==> src/verilog/karatsuba_pkg.sv <==
`default_nettype none

package karatsuba_pkg;

    ////////////////////
    // Sizes

    localparam int LIMB_WIDTH = 16;
    localparam int LIMB_COUNT = 16;

    localparam int OPERAND_WIDTH = LIMB_WIDTH * LIMB_COUNT;
    localparam int PRODUCT_WIDTH = 2 * OPERAND_WIDTH;
    localparam int PAIR_COUNT    = LIMB_COUNT * (LIMB_COUNT - 1) / 2;
    localparam int COLUMN_COUNT  = 2 * LIMB_COUNT - 1;

    // Signed limb difference and its square-sized product
    localparam int DIFF_WIDTH = LIMB_WIDTH + 1;
    localparam int DIAG_WIDTH = 2 * LIMB_WIDTH;
    localparam int MIX_WIDTH  = 2 * DIFF_WIDTH;

    // Widest column holds 16 limb products
    localparam int COLUMN_WIDTH = DIAG_WIDTH + 5;
    // Keep above COLUMN_WIDTH so packed columns never touch
    localparam int ROW_STRIDE   = 3 * LIMB_WIDTH;

    ////////////////////
    // Stage payloads

    typedef struct packed {
        logic                                         valid;
        logic [LIMB_COUNT-1:0][DIAG_WIDTH-1:0]        diag;
        logic [PAIR_COUNT-1:0][DIFF_WIDTH-1:0]        x_diff;
        logic [PAIR_COUNT-1:0][DIFF_WIDTH-1:0]        y_diff;
    } limb_stage_t;

    typedef struct packed {
        logic                                         valid;
        logic [LIMB_COUNT-1:0][DIAG_WIDTH-1:0]        diag;
        logic [PAIR_COUNT-1:0][MIX_WIDTH-1:0]         mix;
    } mix_stage_t;

    typedef struct packed {
        logic                                         valid;
        logic [COLUMN_COUNT-1:0][COLUMN_WIDTH-1:0]    column;
    } column_stage_t;

    // Row-major position of limb pair (i, j), i < j
    function automatic int unsigned pair_index(input int unsigned i, input int unsigned j);
        return i * LIMB_COUNT - (i * (i + 1)) / 2 + (j - i - 1);
    endfunction

endpackage

`default_nettype wire

==> src/verilog/product_adder.sv <==
`timescale 1ns/1ps
`default_nettype none

module product_adder (
    input  wire                                 clock,
    input  wire                                 reset,
    input  wire karatsuba_pkg::column_stage_t   stage_in,
    output logic [karatsuba_pkg::PRODUCT_WIDTH-1:0] product,
    output logic                                out_valid
);

    localparam int ROW_COUNT = karatsuba_pkg::ROW_STRIDE / karatsuba_pkg::LIMB_WIDTH;
    // Top column reaches past the product, its upper bits are zero
    localparam int ROW_WIDTH = (karatsuba_pkg::COLUMN_COUNT - 1) * karatsuba_pkg::LIMB_WIDTH
                             + karatsuba_pkg::COLUMN_WIDTH;

    logic [ROW_WIDTH-1:0] row [ROW_COUNT];
    logic [ROW_WIDTH-1:0] row_sum_01;
    logic [ROW_WIDTH-1:0] row_2;
    logic                 row_valid;
    logic [ROW_WIDTH-1:0] full_sum;

    ////////////////////
    // Stage 4

    // Column 3k + r lands in row r at its own limb weight
    always_comb begin
        for (int r = 0; r < ROW_COUNT; r++) begin
            row[r] = '0;
            for (int k = 0; ROW_COUNT * k + r < karatsuba_pkg::COLUMN_COUNT; k++) begin
                row[r][r * karatsuba_pkg::LIMB_WIDTH + k * karatsuba_pkg::ROW_STRIDE
                       +: karatsuba_pkg::COLUMN_WIDTH] = stage_in.column[ROW_COUNT * k + r];
            end
        end
    end

    always_ff @(posedge clock) begin
        if (reset) begin
            row_valid <= 1'b0;
        end else begin
            row_valid <= stage_in.valid;
        end
        row_sum_01 <= row[0] + row[1];
        row_2      <= row[2];
    end

    ////////////////////
    // Stage 5

    assign full_sum = row_sum_01 + row_2;

    always_ff @(posedge clock) begin
        if (reset) begin
            product   <= '0;
            out_valid <= 1'b0;
        end else begin
            product   <= full_sum[karatsuba_pkg::PRODUCT_WIDTH-1:0];
            out_valid <= row_valid;
        end
    end

    // Anything above the product width means a bad column upstream
    no_carry_out_a: assert property (
        @(posedge clock) disable iff (reset)
        row_valid |-> full_sum[ROW_WIDTH-1:karatsuba_pkg::PRODUCT_WIDTH] == '0
    );

endmodule

`default_nettype wire

==> config.mk <==
export PLATFORM = sky130hd
export DESIGN_NAME = product_adder
export DESIGN_NICKNAME = d
export VERILOG_FILES = /design/src/verilog/karatsuba_pkg.sv /design/src/verilog/product_adder.sv
export SDC_FILE = /design/constraint.sdc
export NUM_CORES = 2
export LEC_CHECK = 0
export BUFFER_PORTS_ARGS = -buffer_cell sky130_fd_sc_hd__clkbuf_2
export CAP_MARGIN = 5
export CELL_PAD_IN_SITES_DETAIL_PLACEMENT = 0
export CELL_PAD_IN_SITES_GLOBAL_PLACEMENT = 1
export CORE_AREA = 5 5 654 656
export CTS_BUF_LIST = sky130_fd_sc_hd__clkbuf_4 sky130_fd_sc_hd__clkbuf_8 sky130_fd_sc_hd__clkbuf_16
export DETAILED_ROUTE_END_ITERATION = 10
export DIE_AREA = 0 0 659 661
export MAX_ROUTING_LAYER = met4
export PLACE_DENSITY_LB_ADDON = 0.12
export SETUP_SLACK_MARGIN = 0.02
export SYNTH_ARGS = -nofsm -noshare
export SYNTH_HDL_FRONTEND = slang
export SYNTH_SLANG_ARGS = --single-unit
==> constraint.sdc <==
create_clock -name clock -period 12.4 [get_ports clock]
set_input_delay 2.48 -clock clock [delete_from_list [all_inputs] [get_ports clock]]
set_output_delay 2.48 -clock clock [all_outputs]
set_load 0.005 [all_outputs]
==> results.yml <==
placement:
  portBuffers: 1657
  placed_cell_area_sq_um: 107000
  dp_cells: 19100
  hpwl_mm: 581
  gp_congestion: 1.01
  dpl_worst_slack_ns: 2.00
floorplan:
  die_x_microns: 659
  io_pins: 1663
  core_sq_um: 422000
  die-area_sq_um: 436000
  fp-row-count: 239
  start_util_pct: 22.0
  fp.dieH_microns: 661
logic_synthesis:
  synthSimpleGateAreaFrac_pct: 25.3
  syn_nets: 14100
  ys_async_sr_fraction_pct: 0
  synth_ff_type: "dfxtp_1"
  synth_area_leaders: "dfxtp_1 (30%), ha_1 (8.5%), a21oi_1 (7.3%), nor2_1 (6.0%), xnor2_1 (5.2%)"
  yosysTopAreaCellShare_pct: 30.1
  synth_edf_count: 0
  synth_top_family_by_area: "simple AND/OR/NAND/NOR gates"
  ys_warn_count: 0
  synthMuxAreaShare_pct: 0.0445
  synth_top_area_cell: "dfxtp_1"
  synth_compound_area_share_pct: 23.9
  synth_most_common_cell: "nor2_1"
  synth.distinct_cells: 118
  ys_ff_latch: 1396
  mappedNetlistArea_sq_um: 92800
  syn_avg_cell_area_sq_um: 7.56
  synth_adder_area_share_pct: 8.54
  yosysSeqAreaShare_pct: 30.1
  syn_inst: 12300
  synth.top_cells.by_count: "nor2_1 (1477), dfxtp_1 (1396), a21oi_1 (1359), nand2_1 (1255), o21ai_0 (833)"
  synth-xor-area-share_pct: 9.00
route:
  avgViaCountPerCell: 5.27
  drt_iter0_markers: 9475
  drt_pass1_iterations: 7
  ant_nets: 0
  wl_mm: 657
  avgRoutedWirePerCell_microns: 33.7
  drc: 0
  vias: 103000
power_and_ir_drop:
  clockPowerShare_pct: 33.0
  p_leak_nw: 46.1
  power.total_mw: 18.2
  switchingPower_mw: 7.49
  power_frac_comb_pct: 35.6
  swShare_pct: 41.2
  vdd_drop_max_mv: 0.124
  p_seq_share_pct: 31.5
  power_density_nw_per_um2: 160
  p_int_mw: 10.7
grt:
  grt_pass1_wl_mm: 874
  gr-total-overflow: 0
  track_usage_pct: 29.4
  antenna_found_initial: 67
  grt_pass1_vias: 102000
  grt_max_degree: 108
timing:
  hold_ws_ns: 0.434
  fin_crit_sh_pct: 78.4
  setup_viol: 0
  finalMaxSlewViolations: 0
  rsz0062_at_grt: "false"
  slew_headroom_pct: 3.57
  hold_viol_final: 0
  setup_tns_ns: 0
  tightest_slew_ns: 1.44
  fmax_ghz: 0.103
  skew_ns: 0.0525
  finalCriticalPeriod_ns: 9.73
  setup_ws_ns: 2.67
critical_path:
  worstPathRequired_ns: 13.23
  r2r_slack_ns: 3.06
  worstReg2RegStart: "row_2[176]$_DFF_P_"
  cp-start-kind: "input port"
  r2r.worst_path.cells: 20
  worstPathArrival_ns: 10.55
  crit_fanout: 7
  crit_path_end_kind: "register"
  worstSetupPathType: "input port to register"
  r2r_end: "product[451]$_SDFF_PP0_"
finish:
  fin_util_pct: 27.0
  layoutNonFillerInstCount: 19500
  multi_input_area_sq_um: 62000
  drive_gt1_share_pct: 16.5
  n_fill_cell: 47600
  area.growth.synth_to_final_pct: 22.7
  final_area_sq_um: 114000
  fin_nets: 15500
  regArea_sq_um: 27900
worst_hold_path:
  hp-start: "row_sum_01[13]$_DFF_P_"
  hold_class: "register to register"
  min_to: "product[13]$_SDFF_PP0_"
  worstHoldPathCells: 1
cts:
  cts_buffer_depth: 4
  post_cts_resize_count: 0
  cts-htree-levels: 4
  cts_tree: "done"
  clk_pin_slew_ns: 0.06
  post_cts_buffers: 0
  cts_sinks: 1396
  holdBufCountCts: 0
  cts_root_buf: "clkbuf_16"
  cts_buffers: 184
  clkLatencyLatePin_ns: 0.94
job:
  maxCapViolCount: 0
outcome:
  status: "completed"
cells by family after synthesis:
group / count (synthesis)
buffers and inverters: 755
DFF: 1396
AOI/OAI and AO/OA: 3620
adders and majority gates: 632
and+or+nand+nor: 4908
muxes: 4
xor gates and xnor gates: 953
final cells by class:
| type | count | area share (%) |
|---|---|---|
| repair buffers | 1756 | 7.96 |
| flip-flops and latches | 1396 | 24.5 |
| inverters | 275 | 0.907 |
| clock inverters | 115 | 1.41 |
| clock buffers | 225 | 4.49 |
| well taps | 5543 | 6.09 |
| diodes | 58 | 0.127 |
| multi-input cells | 10100 | 54.5 |
worst max-delay path, stage by stage:
cell and delay [ns]:
clkbuf_2 0.08, ha_1 0.51, nand4_1 0.32, nor2_1 0.29, nand3_1 0.21, nor3_1 0.93, nand4_1 0.66, nor3_1 0.34
buf_4 0.24, o2111ai_2 0.57, nand3_1 0.50, nand2_1 0.22, o31ai_1 0.55, a21oi_1 0.25, nor4_1 0.89, or2_2 0.28
a21oi_1 0.16, o21ai_0 0.47, nand4_1 0.22, o21ai_0 0.14, xor2_1 0.17
registers in the layout, indices dropped and copies added (netlist names):
signal	cells
out_valid	1
product	512
row_2	370
row_sum_01	512
row_valid	1
cell usage in the layout, fill, tap and decap left out, types with 37 or more instances in the layout:
cell,instances
o211ai_1,47
o21bai_1,224
a21boi_0,91
nor2b_1,148
or3_1,92
nand2b_1,80
nor4_1,125
xnor2_1,555
and4_1,72
dfxtp_1,1396
nand4_1,613
a31oi_1,121
ha_1,630
clkbuf_2,1656
or2_2,76
o31ai_1,67
xor2_1,398
o21ai_0,830
o21a_1,138
a211oi_1,37
a21oi_1,1357
nor2_1,1477
and2_1,59
buf_4,98
inv_1,275
a21o_1,325
nand2_1,1255
nand3_1,307
diode_2,58
and3_1,132
clkbuf_16,186
nor3_1,367
routing by layer:
layer	vias to the layer above	share of wire, %	routed length, microns	global-route usage, %
met5	-	0	0	-
met1	50600	43	283000	36.8
met4	0	5.9	38700	14.0
met2	3821	46	303000	47.4
met3	766	4.9	32300	3.30
li1	47500	-	-	-
worst max-delay path by stage:
stage	startpoint	end	cells past startpoint
floorplan	stage_in[16]	row_sum_01[468]$_DFF_P_	20
global placement	stage_in[683]	row_sum_01[476]$_DFF_P_	21
detailed placement	stage_in[683]	row_sum_01[476]$_DFF_P_	21
CTS	stage_in[683]	row_sum_01[476]$_DFF_P_	21
global route	stage_in[683]	row_sum_01[476]$_DFF_P_	21
finish	stage_in[683]	row_sum_01[476]$_DFF_P_	21
power by group through the flow:
| stage | logic [mW] | clock network [mW] | registers (mW) |
|---|---|---|---|
| final | 6.46 | 5.99 | 5.72 |
| after global routing | 6.79 | 6.30 | 5.75 |
| after CTS | 6.41 | 6.16 | 5.71 |
| after detailed placement | 6.37 | 0 | 5.81 |
| after global placement | 6.43 | 0 | 5.80 |
| after floorplan | 3.26 | 0 | 5.49 |
Note: power is estimated with default switching activity, not from simulation.
